--- src/logic/mem_pkg.sv ---
// memory port widths, port stride and the address and word types
package mem_pkg;

  localparam int unsigned ADDR_W         = 32; // byte address
  localparam int unsigned WORD_W         = 32; // data per port
  localparam int unsigned BYTES_PER_WORD = WORD_W / 8; // offset between adjacent ports

  typedef logic [ADDR_W-1:0] addr_t;
  typedef logic [WORD_W-1:0] word_t;

endpackage

--- src/logic/stream_pkg.sv ---
// lane depth, configuration struct and controller states of the streamer
package stream_pkg;

  localparam int unsigned LANE_DEPTH  = 2;  // slots per lane, also the initial credit
  localparam int unsigned MAX_TRANS_W = 16; // widest beat counter the config can carry

  typedef logic [MAX_TRANS_W-1:0] count_t;

  // IDLE waits for start, ISSUE sends beats, DRAIN waits for the stream to empty
  typedef enum logic [1:0] {
    IDLE  = 2'd0,
    ISSUE = 2'd1,
    DRAIN = 2'd2
  } ctrl_state_e;

  typedef struct packed {
    mem_pkg::addr_t base;   // first beat address
    mem_pkg::addr_t stride; // bytes between beats, may be zero
    count_t         count;  // beats in the transfer
  } stream_cfg_t;

endpackage

--- src/logic/mem_port_if.sv ---
// one memory port, request and response side, with requester, memory and response modports
`timescale 1ns/10ps

interface mem_port_if;

  logic           req;     // held with stable add until gnt
  mem_pkg::addr_t add;     // byte address
  logic           gnt;     // request taken this cycle
  mem_pkg::word_t r_data;  // read word
  logic           r_valid; // exactly one cycle after gnt

  // streamer side issuing loads
  modport requester (
    output req, add,
    input  gnt, r_data, r_valid
  );

  // memory side, answering loads
  modport memory (
    input  req, add,
    output gnt, r_data, r_valid
  );

  // observer of grants and returning data, no drive
  modport resp (
    input req, gnt, r_data, r_valid
  );

endinterface

--- src/logic/cfg_regs.sv ---
// configuration registers captured on an accepted start, with same-cycle bypass
`timescale 1ns/10ps

module cfg_regs #(
  parameter int unsigned TRANS_W = 16
) (
  input  logic                    clk_i,
  input  logic                    rst_ni,
  input  logic                    clear_i,
  input  logic                    capture_i,
  input  mem_pkg::addr_t          base_addr_i,
  input  mem_pkg::addr_t          stride_i,
  input  logic [TRANS_W-1:0]      beat_count_i,
  output stream_pkg::stream_cfg_t cfg_o
);

  stream_pkg::stream_cfg_t cfg_in, cfg_q;

  assign cfg_in.base   = base_addr_i;
  assign cfg_in.stride = stride_i;
  assign cfg_in.count  = stream_pkg::count_t'(beat_count_i); // zero extended to the field

  always_ff @(posedge clk_i or negedge rst_ni) begin
    if (!rst_ni) begin
      cfg_q <= '0;
    end else if (clear_i) begin
      cfg_q <= '0;
    end else if (capture_i) begin
      cfg_q <= cfg_in; // held for the whole transfer
    end
  end

  // addr_gen loads in the start cycle, so it sees the new values directly
  assign cfg_o = capture_i ? cfg_in : cfg_q;

  // shortest transfer spans four busy cycles before the FSM is back in IDLE
  a_no_recapture : assert property (@(posedge clk_i) disable iff (!rst_ni || clear_i)
    capture_i |=> !capture_i [*3]);

endmodule

--- src/logic/addr_gen.sv ---
// beat address generator and remaining-beat counter
`timescale 1ns/10ps

module addr_gen #(
  parameter int unsigned TRANS_W = 16
) (
  input  logic                    clk_i,
  input  logic                    rst_ni,
  input  logic                    clear_i,
  input  logic                    load_i,    // start accepted
  input  logic                    advance_i, // beat fully granted
  input  stream_pkg::stream_cfg_t cfg_i,
  output mem_pkg::addr_t          beat_addr_o,
  output logic                    last_beat_o
);

  mem_pkg::addr_t     addr_q;
  logic [TRANS_W-1:0] remain_q; // beats still to issue, current one included

  always_ff @(posedge clk_i or negedge rst_ni) begin
    if (!rst_ni) begin
      addr_q   <= '0;
      remain_q <= '0;
    end else if (clear_i) begin
      addr_q   <= '0;
      remain_q <= '0;
    end else if (load_i) begin
      addr_q   <= cfg_i.base;
      remain_q <= cfg_i.count[TRANS_W-1:0]; // upper field bits unused
    end else if (advance_i) begin
      addr_q   <= addr_q + cfg_i.stride; // stride 0 rereads the same words
      remain_q <= remain_q - TRANS_W'(1);
    end
  end

  assign beat_addr_o = addr_q;
  assign last_beat_o = (remain_q == TRANS_W'(1));

  // the controller leaves ISSUE on the last beat, so the counter never underflows
  a_no_extra_beat : assert property (@(posedge clk_i) disable iff (!rst_ni || clear_i)
    advance_i |-> remain_q != '0);

endmodule

--- src/logic/load_ctrl.sv ---
// streamer FSM, per-port grant tracking, credit-gated beat issue and done generation
`timescale 1ns/10ps

module load_ctrl #(
  parameter int unsigned NB_PORTS = 2,
  parameter int unsigned TRANS_W  = 16
) (
  input  logic           clk_i,
  input  logic           rst_ni,
  input  logic           clear_i,
  input  logic           start_i,
  output logic           ready_start_o,
  output logic           capture_o,
  output logic           gen_load_o,
  output logic           gen_advance_o,
  input  mem_pkg::addr_t beat_addr_i,
  input  logic           last_beat_i,
  input  logic           lanes_have_credit_i,
  input  logic           beat_accepted_i,
  output logic           done_o,
  mem_port_if.requester  mem [NB_PORTS-1:0]
);

  stream_pkg::ctrl_state_e state_q, state_d;
  logic [NB_PORTS-1:0] granted_q; // port already served in this beat
  logic [NB_PORTS-1:0] port_req, port_gnt, port_hs;
  logic                beat_active_q, beat_go, beat_issue;
  logic                accept_start, last_accept, done_q;
  logic [TRANS_W-1:0]  out_cnt_q; // beats issued but not yet accepted downstream

  assign ready_start_o = (state_q == stream_pkg::IDLE);
  assign accept_start  = ready_start_o & start_i;
  assign capture_o     = accept_start;
  assign gen_load_o    = accept_start;

  // a beat opens only with a credit in every lane, then stays open until all ports are served
  assign beat_go    = (state_q == stream_pkg::ISSUE) & (beat_active_q | lanes_have_credit_i);
  assign port_req   = {NB_PORTS{beat_go}} & ~granted_q;
  assign port_hs    = port_req & port_gnt;
  assign beat_issue = beat_go & (&(granted_q | port_hs)); // last port granted now
  assign gen_advance_o = beat_issue;
  assign last_accept   = beat_accepted_i & (out_cnt_q == TRANS_W'(1));

  for (genvar i = 0; i < NB_PORTS; i++) begin : gen_port
    assign mem[i].req  = port_req[i];
    assign mem[i].add  = beat_addr_i + mem_pkg::addr_t'(i * mem_pkg::BYTES_PER_WORD);
    assign port_gnt[i] = mem[i].gnt;

    // a waiting port keeps asking for the same word
    a_req_hold : assert property (@(posedge clk_i) disable iff (!rst_ni || clear_i)
      mem[i].req && !mem[i].gnt |=> mem[i].req && $stable(mem[i].add));
  end

  always_comb begin
    state_d = state_q;
    case (state_q)
      stream_pkg::IDLE:  if (accept_start) state_d = stream_pkg::ISSUE;
      stream_pkg::ISSUE: if (beat_issue && last_beat_i) state_d = stream_pkg::DRAIN;
      stream_pkg::DRAIN: if (last_accept) state_d = stream_pkg::IDLE;
      default:           state_d = stream_pkg::IDLE;
    endcase
  end

  always_ff @(posedge clk_i or negedge rst_ni) begin
    if (!rst_ni) begin
      state_q       <= stream_pkg::IDLE;
      granted_q     <= '0;
      beat_active_q <= 1'b0;
      out_cnt_q     <= '0;
      done_q        <= 1'b0;
    end else if (clear_i) begin
      state_q       <= stream_pkg::IDLE;
      granted_q     <= '0;
      beat_active_q <= 1'b0;
      out_cnt_q     <= '0;
      done_q        <= 1'b0;
    end else begin
      state_q       <= state_d;
      granted_q     <= beat_issue ? '0 : (granted_q | port_hs);
      beat_active_q <= beat_go & ~beat_issue;
      out_cnt_q     <= out_cnt_q + TRANS_W'(beat_issue) - TRANS_W'(beat_accepted_i);
      done_q        <= (state_q == stream_pkg::DRAIN) & last_accept; // with the IDLE return
    end
  end

  assign done_o = done_q;

endmodule

--- src/logic/resp_merge.sv ---
// per-lane response FIFOs, lane credit counters and merge into the wide output stream
`timescale 1ns/10ps

module resp_merge #(
  parameter int unsigned NB_PORTS = 2
) (
  input  logic                          clk_i,
  input  logic                          rst_ni,
  input  logic                          clear_i,
  mem_port_if.resp                      mem [NB_PORTS-1:0],
  output logic                          lanes_have_credit_o,
  output logic                          beat_accepted_o,
  output logic                          stream_valid_o,
  output mem_pkg::word_t [NB_PORTS-1:0] stream_data_o,
  input  logic                          stream_ready_i
);

  localparam int unsigned DEPTH = stream_pkg::LANE_DEPTH;
  localparam int unsigned PTR_W = (DEPTH > 1) ? $clog2(DEPTH) : 1;
  localparam int unsigned CNT_W = $clog2(DEPTH + 1);

  logic [NB_PORTS-1:0] lane_filled, lane_credit;
  logic                pop; // all lanes leave together

  function automatic logic [PTR_W-1:0] ptr_inc(input logic [PTR_W-1:0] ptr);
    return (ptr == PTR_W'(DEPTH - 1)) ? '0 : ptr + PTR_W'(1);
  endfunction

  assign stream_valid_o      = &lane_filled; // one word waiting in every lane
  assign pop                 = stream_valid_o & stream_ready_i;
  assign beat_accepted_o     = pop;
  assign lanes_have_credit_o = &lane_credit;

  for (genvar i = 0; i < NB_PORTS; i++) begin : gen_lane
    mem_pkg::word_t   slot_q [DEPTH];
    logic [PTR_W-1:0] wr_ptr_q, rd_ptr_q;
    logic [CNT_W-1:0] fill_q;
    logic [CNT_W-1:0] credit_q; // free slots minus loads in flight
    logic             expect_q; // grant seen last cycle, data due now
    logic             taken, push;

    assign taken = mem[i].req & mem[i].gnt;
    assign push  = mem[i].r_valid & expect_q; // drops returns of loads granted before a clear

    always_ff @(posedge clk_i) begin
      if (push) slot_q[wr_ptr_q] <= mem[i].r_data;
    end

    always_ff @(posedge clk_i or negedge rst_ni) begin
      if (!rst_ni) begin
        wr_ptr_q <= '0;
        rd_ptr_q <= '0;
        fill_q   <= '0;
        credit_q <= CNT_W'(DEPTH);
        expect_q <= 1'b0;
      end else if (clear_i) begin
        wr_ptr_q <= '0;
        rd_ptr_q <= '0;
        fill_q   <= '0;
        credit_q <= CNT_W'(DEPTH);
        expect_q <= 1'b0;
      end else begin
        if (push) wr_ptr_q <= ptr_inc(wr_ptr_q);
        if (pop)  rd_ptr_q <= ptr_inc(rd_ptr_q);
        fill_q   <= fill_q + CNT_W'(push) - CNT_W'(pop);
        credit_q <= credit_q - CNT_W'(taken) + CNT_W'(pop); // slot returns on pop
        expect_q <= taken;
      end
    end

    assign lane_filled[i]   = (fill_q != '0);
    assign lane_credit[i]   = (credit_q != '0);
    assign stream_data_o[i] = slot_q[rd_ptr_q]; // head of lane

    // credit gating upstream keeps every grant backed by a free slot
    a_no_overflow : assert property (@(posedge clk_i) disable iff (!rst_ni || clear_i)
      push |-> fill_q != CNT_W'(DEPTH));
  end

endmodule

--- src/logic/load_streamer.sv ---
// load streamer top level, flat memory and stream ports around the control and merge blocks
`timescale 1ns/10ps

module load_streamer #(
  parameter int unsigned NB_PORTS = 2,
  parameter int unsigned TRANS_W  = 16 // up to stream_pkg::MAX_TRANS_W
) (
  input  logic                          clk_i,
  input  logic                          rst_ni,
  input  logic                          clear_i,
  input  logic                          start_i,
  input  mem_pkg::addr_t                base_addr_i,
  input  mem_pkg::addr_t                stride_i,
  input  logic [TRANS_W-1:0]            beat_count_i,
  output logic                          ready_start_o,
  output logic                          done_o,
  output logic [NB_PORTS-1:0]           mem_req_o,
  output mem_pkg::addr_t [NB_PORTS-1:0] mem_add_o,
  input  logic [NB_PORTS-1:0]           mem_gnt_i,
  input  mem_pkg::word_t [NB_PORTS-1:0] mem_r_data_i,
  input  logic [NB_PORTS-1:0]           mem_r_valid_i,
  output logic                          stream_valid_o,
  output mem_pkg::word_t [NB_PORTS-1:0] stream_data_o,
  input  logic                          stream_ready_i
);

  stream_pkg::stream_cfg_t cfg;
  mem_pkg::addr_t          beat_addr;
  logic capture, gen_load, gen_advance, last_beat;
  logic lanes_have_credit, beat_accepted;

  mem_port_if mem_ports [NB_PORTS-1:0] ();

  for (genvar g = 0; g < NB_PORTS; g++) begin : gen_flat
    assign mem_req_o[g]         = mem_ports[g].req;
    assign mem_add_o[g]         = mem_ports[g].add;
    assign mem_ports[g].gnt     = mem_gnt_i[g];
    assign mem_ports[g].r_data  = mem_r_data_i[g];
    assign mem_ports[g].r_valid = mem_r_valid_i[g];
  end

  cfg_regs #(.TRANS_W(TRANS_W)) u_cfg_regs (
    .clk_i, .rst_ni, .clear_i,
    .capture_i    (capture),
    .base_addr_i,
    .stride_i,
    .beat_count_i,
    .cfg_o        (cfg)
  );

  addr_gen #(.TRANS_W(TRANS_W)) u_addr_gen (
    .clk_i, .rst_ni, .clear_i,
    .load_i      (gen_load),
    .advance_i   (gen_advance),
    .cfg_i       (cfg),
    .beat_addr_o (beat_addr),
    .last_beat_o (last_beat)
  );

  load_ctrl #(.NB_PORTS(NB_PORTS), .TRANS_W(TRANS_W)) u_load_ctrl (
    .clk_i, .rst_ni, .clear_i, .start_i, .ready_start_o,
    .capture_o           (capture),
    .gen_load_o          (gen_load),
    .gen_advance_o       (gen_advance),
    .beat_addr_i         (beat_addr),
    .last_beat_i         (last_beat),
    .lanes_have_credit_i (lanes_have_credit),
    .beat_accepted_i     (beat_accepted),
    .done_o,
    .mem                 (mem_ports)
  );

  resp_merge #(.NB_PORTS(NB_PORTS)) u_resp_merge (
    .clk_i, .rst_ni, .clear_i,
    .mem                 (mem_ports),
    .lanes_have_credit_o (lanes_have_credit),
    .beat_accepted_o     (beat_accepted),
    .stream_valid_o, .stream_data_o, .stream_ready_i
  );

endmodule

--- config.mk ---
export PLATFORM = sky130hd
export DESIGN_NAME = load_streamer
export DESIGN_NICKNAME = d
export VERILOG_FILES = /design/src/logic/mem_pkg.sv /design/src/logic/stream_pkg.sv /design/src/logic/mem_port_if.sv /design/src/logic/cfg_regs.sv /design/src/logic/addr_gen.sv /design/src/logic/load_ctrl.sv /design/src/logic/resp_merge.sv /design/src/logic/load_streamer.sv
export SDC_FILE = /design/constraint.sdc
export NUM_CORES = 1
export LEC_CHECK = 0
export ABC_AREA = 1
export BUFFER_PORTS_ARGS = -buffer_cell sky130_fd_sc_hd__buf_2
export CELL_PAD_IN_SITES_DETAIL_PLACEMENT = 0
export CELL_PAD_IN_SITES_GLOBAL_PLACEMENT = 1
export CORE_AREA = 2 2 205 207
export CTS_CLUSTER_DIAMETER = 50
export CTS_CLUSTER_SIZE = 20
export DETAILED_ROUTE_END_ITERATION = 10
export DIE_AREA = 0 0 207 209
export PLACE_DENSITY_LB_ADDON = 0.1
export SLEW_MARGIN = 20
export SYNTH_ARGS = -nofsm -noshare
export SYNTH_HDL_FRONTEND = slang
export SYNTH_SLANG_ARGS = --single-unit
export TNS_END_PERCENT = 20
--- constraint.sdc ---
create_clock -name clk_i -period 2.72 [get_ports clk_i]
set_input_delay 0 -clock clk_i [delete_from_list [all_inputs] [get_ports clk_i]]
set_output_delay 0 -clock clk_i [all_outputs]
set_load 0.02 [all_outputs]
==> summary.md, run 1 <==
The max-slew violation count came out at 0. The total net switching power is 5.003 mW. The ratio of routed vias to standard cells came out at 4.638. Data arrives at the worst endpoint at 3080 ps. The run gives 13880 as the count of vias placed by the detailed router.

Entering global routing, the biggest net connects 51 pins. The die covers 43260 sq um. The hold path depth was 5. The most common cell in the synthesized netlist was sky130_fd_sc_hd__nand2_1. Among all stages on the critical path, the largest delay is contributed by sky130_fd_sc_hd__dfrtp_1. Across the run, the number of max-cap violations was 0.

Clock tree synthesis found a total of 244 sinks. In the routed design, unresolved DRC markers number 0. In this run the remaining antenna-violating nets after routing total 0. The end of the worst register-to-register path is u_addr_gen.beat_addr_o[27].

Path category of the worst min-delay check: in -> reg. Clock tree synthesis selected as its root buffer the cell sky130_fd_sc_hd__clkbuf_16. The highest net fanout along the worst path is 8.

The share of synthesized area occupied by flip-flops and latches is 0.4602. Static timing analysis puts the maximum clock frequency at 376.9 MHz. The count of final hold-check violations came out at 0. The clock network fraction of design power is 0.353, and the final critical-path required period is 2653 ps. After synthesis, the netlist uses 48 different library cells. The share of post-route cells with drive strength above 1 came out at 0.2131. For the pin with the worst max-slew slack, the measured transition is 1057 ps. The flow ran to the end, and the final reports show no timing, DRC or antenna violations. The critical path is of the reg -> reg type. For the number of placement rows, the log shows 75. Sorting the synthesized cells by how often they occur yields sky130_fd_sc_hd__nand2_1, sky130_fd_sc_hd__inv_1, sky130_fd_sc_hd__nor2_1, sky130_fd_sc_hd__edfxtp_1, sky130_fd_sc_hd__dfrtp_1. The clock skew was 21.99 ps. The logs give 0.2913 for the max-slew headroom at the worst pin and 2155 for the post-synth net total. TritonCTS built the clock tree. The cell count after placement is 2762, and the number of instances in the synthesized netlist is 1935.

At the later pin of the worst-skew pair, clock insertion delay measures 550 ps. Count of synthesis-stage warnings from yosys: 0. The I/O pin total is 286, and the post-synthesis to final-layout area growth is 38.21%. Input and output buffers added on the ports amount to 285. The run gives 13840 as the number of global-route vias before repair. The starting density of the core was 0.3552; the count of flip-flops with a built-in enable after synthesis was 128. Async set or reset register ratio after synthesis: 0.4754. Summed over all cells, the static leakage comes to 10.30 nW. The width of the die is 207 um. Traced cell by cell, the critical path runs through nor2_4 -> nand2_8 -> buf_4 -> o21ai_1 -> ha_1 -> nand2_2 -> inv_1 -> nand2_1 -> nand2_1 -> inv_1 -> nand3_1 -> buf_4 -> nand2_1 -> nand2_1 -> nand2_1 -> nand3_1 -> nand2_1 -> nand2_1. In this run the register-to-register setup slack is 70 ps.

Synthesis-stage register bit count: 244. Dividing the detail-routed wire length by the instance count gives 16.14 um. The first global-routing pass estimated 75310 um of wire. Sorting the synthesized cells by area gives the leading types as sky130_fd_sc_hd__edfxtp_1, sky130_fd_sc_hd__dfrtp_1, sky130_fd_sc_hd__nand2_1. The congestion estimate from routability-driven global placement came to 0.8888. The H-tree was split into 2 levels. The net count of the finished layout is 2648. Buffers inserted during clock tree synthesis total 36. Internal power comes to 8.916 mW.

The number of antenna violations at the first check in global routing is 0, and the post-route core utilization is 0.4908. The post-layout instance count excluding filler cells is 2993, and the total power density per cell area is 686.8 nW/um^2. For the total wire length after detailed routing, the log shows 48290 um.

The register clock-pin slew on the reported worst setup and hold paths was 50 ps; the maximum number of buffers from clock root to sink was 3. The cell area after synthesis was 14660 sq um; the required time reported for the critical path endpoint was 3140 ps. The cell that appears most often on the critical path is sky130_fd_sc_hd__nand2_1.

The die height came out at 209 um. The fraction of power spent switching nets came out at 0.3594. The synthesized design spends more area on one cell type than any other, namely sky130_fd_sc_hd__edfxtp_1. The final setup violation count is 0. The worst setup path is captured at a register.

The post-route fraction of the period consumed by the critical path came out at 0.9754. The largest single stage delay on the critical path is 400 ps. STA classifies the critical path startpoint as a register. The first TritonRoute pass finished after 6 iterations.

For this run the aggregate overflow at the end of global routing stands at 0. The worst hold path begins at beat_count_i[10]. For hold timing, the worst endpoint is u_addr_gen.remain_q[10]. The global router's overall resource usage was 0.2208; the sequential fraction of design power was 0.323. The number of DRC violations after detailed-routing iteration 0 came out at 635. The region available for standard cell placement spans 41290 sq um. The worst register-to-register path begins at u_load_ctrl.state_q[0]. The area share of the largest cell type after synthesis was 0.2621. Post-detailed-placement half-perimeter wirelength: 35680 um. Counting cells, the worst reg-to-reg path comes to 18.

Each instance of the synthesized netlist takes up on average 7.578 sq um. IR analysis of the VDD net gives a maximum drop of 370.5 uV. Leading register cell type out of synthesis: sky130_fd_sc_hd__edfxtp_1. Setup repair after global routing could not meet its margin everywhere. The count of antenna diodes in the layout is 0, and the fraction of power consumed by combinational cells is 0.324.
[through the flow]
stage / worst slack (ps) / hold slack, ps / power (mW) / cell area, sq um / TNS, ps
final: 67.02 / 19.76 / 13.92 / 20270 / 0
after global routing: -127.7 / 87.31 / 14.77 / 20270 / -1508
after CTS: -49.10 / 7.965 / 13.84 / 19890 / -90.26
after detailed placement: -162.3 / 37.39 / 8.654 / 17020 / -972.0
after global placement: -199.1 / 26.59 / 8.636 / 17020 / -1191
after floorplan: -12.13 / -295.6 / 7.209 / 14690 / -26.26
[repair_timing]
action | in CTS | in global routing
buffers inserted | 3 | 9
hold buffers | 154 | 0
pin swaps | 3 | 15
endpoints found under the setup margin | 24 | 36
hold endpoints to repair | 303 | 0
cloned | 0 | 1
gates resized for setup | 18 | 85
[power by group through the flow]
stage          clock [mW]  sequential (mW)  combinational [mW]
4_1_cts              5.03             4.49                4.32
2_1_floorplan           0             4.58                2.63
3_5_place_dp            0             4.56                4.10
3_3_place_gp            0             4.56                4.08
5_1_grt              5.17             4.54                5.07
6_report             4.92             4.50                4.50
[critical path, delay by kind of cell (launching register included)]
kind	cells	cell delay, ps
and+or+nand+nor	12	1130
DFF	1	400
buffers and inverters	4	510
adders and majority gates	1	330
AOI/OAI and AO/OA	1	190
[worst max-delay path by stage]
stage,start,end,slack (ps),cells past startpoint
finish,u_load_ctrl.state_q[0],u_addr_gen.beat_addr_o[27],70,18
global route,u_load_ctrl.state_q[0],u_addr_gen.beat_addr_o[19],-130,18
CTS,u_load_ctrl.state_q[1],u_addr_gen.beat_addr_o[25],-50,16
detailed placement,u_load_ctrl.state_q[1],u_addr_gen.beat_addr_o[25],-160,16
global placement,u_load_ctrl.state_q[1],u_addr_gen.beat_addr_o[25],-200,16
floorplan,u_load_ctrl.state_q[1],u_addr_gen.beat_addr_o[28],-10,19
[flip-flops by register name (all words and copies together), names as in the netlist, 4 cells and up]
| register | flops |
|---|---|
| u_resp_merge.gen_lane.credit_q | 4 |
| u_addr_gen.beat_addr_o | 32 |
| u_resp_merge.gen_lane.fill_q | 4 |
| u_addr_gen.remain_q | 16 |
| u_resp_merge.gen_lane.slot_q | 128 |
| u_load_ctrl.out_cnt_q | 16 |
| u_cfg_regs.cfg_q | 32 |
[routing by layer]
metal  vias up  global-route usage  share of wire
met3        70             0.02855          0.034
met1      6450              0.2766           0.44
li1       7064                   -              -
met5         -                   0              0
met4         0             0.07956          0.028
met2       298              0.3899           0.50
[cell usage in the layout (no fill, tap or decap), types with 68 or more instances in the layout]
master / instances
sky130_fd_sc_hd__buf_2: 284
sky130_fd_sc_hd__buf_4: 68
sky130_fd_sc_hd__dfrtp_1: 112
sky130_fd_sc_hd__dlygate4sd3_1: 154
sky130_fd_sc_hd__edfxtp_1: 128
sky130_fd_sc_hd__inv_1: 336
sky130_fd_sc_hd__nand2_1: 618
sky130_fd_sc_hd__nand3_1: 88
sky130_fd_sc_hd__nor2_1: 138
sky130_fd_sc_hd__o21ai_0: 95
[layout make-up]
class / count / area, sq um
clock inverter: 25 / 342.8
timing repair buffer: 512 / 3598
inverter: 351 / 1318
multi-input combinational: 1283 / 6650
sequential: 244 / 6751
tap: 539 / 674.4
fill: 4130 / 21020
clock buffer: 39 / 932.1
[kinds of logic (layout without fill, tap and decap cells)]
family / count (synthesis) / count (layout) / share of synthesized area
adders and majority gates: 67 / 67 / 0.05819
AOI/OAI and AO/OA: 208 / 208 / 0.07577
and+or+nand+nor: 969 / 969 / 0.2723
buffers and inverters: 408 / 927 / 0.1102
xor gates and xnor gates: 39 / 39 / 0.02329
DFF: 244 / 244 / 0.4602
No activity file was read; power rests on OpenSTA's default activity.
==> run 2: changes to the inputs <==
--- a/config.mk
+++ b/config.mk
@@ -7,13 +7,13 @@
 export LEC_CHECK = 0
 export ABC_AREA = 1
 export BUFFER_PORTS_ARGS = -buffer_cell sky130_fd_sc_hd__buf_2
-export CELL_PAD_IN_SITES_DETAIL_PLACEMENT = 0
-export CELL_PAD_IN_SITES_GLOBAL_PLACEMENT = 1
-export CORE_AREA = 2 2 205 207
+export CELL_PAD_IN_SITES_DETAIL_PLACEMENT = 1
+export CELL_PAD_IN_SITES_GLOBAL_PLACEMENT = 2
+export CORE_AREA = 2 2 228 230
 export CTS_CLUSTER_DIAMETER = 50
-export CTS_CLUSTER_SIZE = 20
+export CTS_CLUSTER_SIZE = 40
 export DETAILED_ROUTE_END_ITERATION = 10
-export DIE_AREA = 0 0 207 209
+export DIE_AREA = 0 0 230 232
 export PLACE_DENSITY_LB_ADDON = 0.1
 export SLEW_MARGIN = 20
 export SYNTH_ARGS = -nofsm -noshare
==> run 2 against run 1 <==
Compared with the run above:
- the run now ends with setup timing left
- clock-buffer cell count increased by 2
- hold slack worse by 12 ps
- setup slack worse by 80 ps
- sequential power about the same
- critical endpoint is now u_addr_gen.beat_addr_o[10]
- highest routed layer unchanged
==> summary.md, run 2 (same netlist as run 1, synthesis figures left out) <==
The tools report the cell at the root of the clock tree as sky130_fd_sc_hd__clkbuf_16 (unchanged). The tools report the max-slew violation count as 0 (unchanged). For the net count of the finished layout, the log shows 2717 (was 2648). The post-detailed-placement half-perimeter wirelength was 42970 um (was 35680 um).

The first-pass iteration count of the detailed router is 4 (was 6). The run gives 322.8 uV (was 370.5 uV) as the peak supply drop. The number of flip-flops in the largest register works out to 128 (unchanged).

For the count of vias placed by the detailed router, the log shows 14540 (was 13880). Critical path class: reg -> reg (unchanged). The most frequent standard cell in the layout excluding fill and tap cells was sky130_fd_sc_hd__nand2_1 (unchanged).

The share of post-route cells with drive strength above 1 is 0.3036 (was 0.2131), and the worst slack at placement is -435.7 ps (was -162.3 ps). The maximum number of buffers from clock root to sink came out at 3 (unchanged). The flow ran to the end, but the final reports show violations. The highest signal layer in the routed design is met4 (unchanged). The max-slew headroom at the worst pin was 0.5121 (was 0.2913). The clock skew is 32.24 ps (was 21.99 ps). The weighted congestion at the end of routability-driven global placement was 0.8506 (was 0.8888); the highest net fanout along the worst path was 7 (was 8).

The ratio of routed vias to standard cells was 4.539 (was 4.638). The tools report the filler cell count as 6159 (was 4130). The critical path buffer and inverter count came out at 4 (unchanged).

Worst flop-to-flop path startpoint: u_load_ctrl.state_q[1] (was u_load_ctrl.state_q[0]). Post-synthesis to final-layout area growth: 49.71% (was 38.21%). The number of DRC violations after detailed-routing iteration 0 is 576 (was 635). The tools report the max-capacitance violation count as 0 (unchanged).

For the cell count after placement, the log shows 2964 (was 2762). The register clock-pin slew on the reported worst setup and hold paths is 50 ps (about the same), and the total wire length after detailed routing is 57950 um (was 48290 um). For the number of antenna violations at the first check in global routing, the log shows 0 (unchanged). The required time reported for the critical path endpoint is 3140 ps (about the same). Critical path arrival: 3150 ps (was 3080 ps). The pin count of the biggest net entering global routing was 81 (was 51). The post-route fraction of the period consumed by the critical path works out to 1.005 (was 0.9754). The aggregate global routing overflow came out at 0 (unchanged).

The port buffer count came out at 285 (unchanged). For the instance area at placement, the log shows 17630 sq um (was 17020 sq um). The worst setup margin came out at -12.65 ps (was 67.02 ps).

The tightest hold margin came out at 7.530 ps (was 19.76 ps). The run gives 14.87 mW (was 13.92 mW) as the total power. The tools report the kind of start point of the critical path as a register (unchanged). I/O pin total: 286 (unchanged). The run gives 244 (unchanged) as the number of clock sinks.

TritonCTS built the clock tree. The total length of routed met3 wires was 1604 um (was 1650 um); the width of the die was 230 um (was 207 um). The logs give 10.99 nW (was 10.30 nW) for the leakage dissipation and 24640 um (was 21130 um) for the routed metal-1 wirelength. The starting density of the core was 0.2882 (was 0.3552); the die height was 232 um (was 209 um).

Element type at the critical path end: a register (unchanged). The latest clock arrival within the worst-skew pair came out at 570 ps (was 550 ps). The count of final hold-check violations is 0 (unchanged). Number of H-tree branching levels: 2 (unchanged). Register with the most flip-flops: u_resp_merge.gen_lane.slot_q (unchanged). The run gives 88360 um (was 75310 um) as the wire length of the first global-routing pass. The dominant delay contributor by cell family on the critical path is simple AND/OR/NAND/NOR gates (unchanged). The number of buffers inserted during clock tree synthesis was 36 (unchanged). Leading cell types in the layout, fill and taps excluded: sky130_fd_sc_hd__nand2_1, sky130_fd_sc_hd__inv_1, sky130_fd_sc_hd__buf_2 (unchanged).

The post-layout instance count excluding filler cells is 3203 (was 2993). The delay of the slowest cell on the worst path is 400 ps (about the same), and the area of the die is 53360 sq um (was 43260 sq um). The slowest cell on the critical path is sky130_fd_sc_hd__dfrtp_1 (unchanged). The run gives 30130 um (was 24160 um) as the routed length on met2. The final reports fail on setup timing. The worst-margin pin slew is 730.8 ps (was 1057 ps). Setup repair after global routing could not meet its margin everywhere. Remaining routing DRC violations: 0 (unchanged).

The tools report the upper clock frequency limit as 365.9 MHz (was 376.9 MHz). The area of the core is 50890 sq um (was 41290 sq um), and the finished layout cell area is 21950 sq um (was 20270 sq um). Detail-routed net length per standard cell: 18.09 um (was 16.14 um).

The final setup violation count was 2 (was 0). The total power density per cell area was 677.3 nW/um^2 (was 686.8 nW/um^2); the global router's overall resource usage was 0.2153 (was 0.2208). Final critical-path required period: 2733 ps (was 2653 ps). The start point of the critical path is u_load_ctrl.state_q[1] (was u_load_ctrl.state_q[0]).

Worst path cell trace: nor2_4 -> nand2_8 -> buf_8 -> buf_6 -> o21ai_4 -> ha_4 -> inv_2 -> fa_2 -> inv_4 -> nand2_4 -> nand3_4 -> nand2_4 -> nand3_2 -> nand3_4 -> nand3b_1 -> o21ai_0 (was nor2_4 -> nand2_8 -> buf_4 -> o21ai_1 -> ha_1 -> nand2_2 -> inv_1 -> nand2_1 -> nand2_1 -> inv_1 -> nand3_1 -> buf_4 -> nand2_1 -> nand2_1 -> nand2_1 -> nand3_1 -> nand2_1 -> nand2_1). The run gives 0 (unchanged) as the number of nets still failing antenna checks after routing. The tools report the count of antenna diodes in the layout as 0 (unchanged). Number of global-route vias before repair: 15450 (was 13840). Path category of the worst min-delay check: in -> async (was in -> reg). The run gives 83 (was 75) as the number of placement rows.
## run 2: final timing paths
| path | cells past startpoint | end | slack (ps) |
|---|---|---|---|
| min in group clk_i | 7 | u_addr_gen.beat_addr_o[25] | 50 |
| min reg2reg | 2 | u_addr_gen.beat_addr_o[31] | 520 |
| max in group asynchronous | 3 | u_cfg_regs.cfg_q[43] | 2220 |
| max reg2reg | 16 | u_addr_gen.beat_addr_o[10] | -10 |
| min | 3 | u_addr_gen.beat_addr_o[10] | 8 |
| max | 16 | u_addr_gen.beat_addr_o[10] | -10 |
## run 2: per-layer routing
metal / track usage / vias up
met1: 0.2593 / 7088
met5: 0 / -
li1: - / 7197
met2: 0.3965 / 182
met3: 0.03107 / 72
met4: 0.06210 / 0
## run 2: timing repair
item / CTS / global route
endpoints found under the setup margin: 35 / 44
pin swaps: 27 / 90
gates resized for setup: 98 / 247
hold buffers: 151 / 0
hold endpoints to repair: 349 / 0
gates cloned: 1 / 1
buffers inserted: 10 / 13
## run 2: where the power goes
group / switching (mW) / total [mW] / internal (mW)
clock network: 1.96 / 5.11 / 3.15
registers: 0.324 / 4.52 / 4.19
logic: 3.19 / 5.25 / 2.06
## run 2: through the flow
step             util  setup TNS [ps]
5_1_grt        0.4314           -2484
4_1_cts        0.4103          -476.7
3_3_place_gp   0.3464           -3615
2_1_floorplan       -          -26.26
6_report       0.4314          -17.08
3_5_place_dp   0.3464           -4359
## run 2: worst register-to-register path: cells and delay by family (launching register included)
kind                     cells  cell delay, ps
flip-flops                   1             400
adder cells (fa/ha/maj)      2             520
AO/OA/AOI/OAI                2             260
AND/OR/NAND/NOR              8             980
buffers and inverters        4             450
## run 2: final cells by class
class | instances | area, sq um | area share
clock buffer | 41 | 949.7 | 0.04326
clock inverter | 23 | 351.6 | 0.01602
inverter | 351 | 1320 | 0.06013
multi-input combinational | 1283 | 7538 | 0.3434
sequential | 244 | 6758 | 0.3078
tap | 680 | 850.8 | 0.03876
timing repair buffer | 581 | 4185 | 0.1906
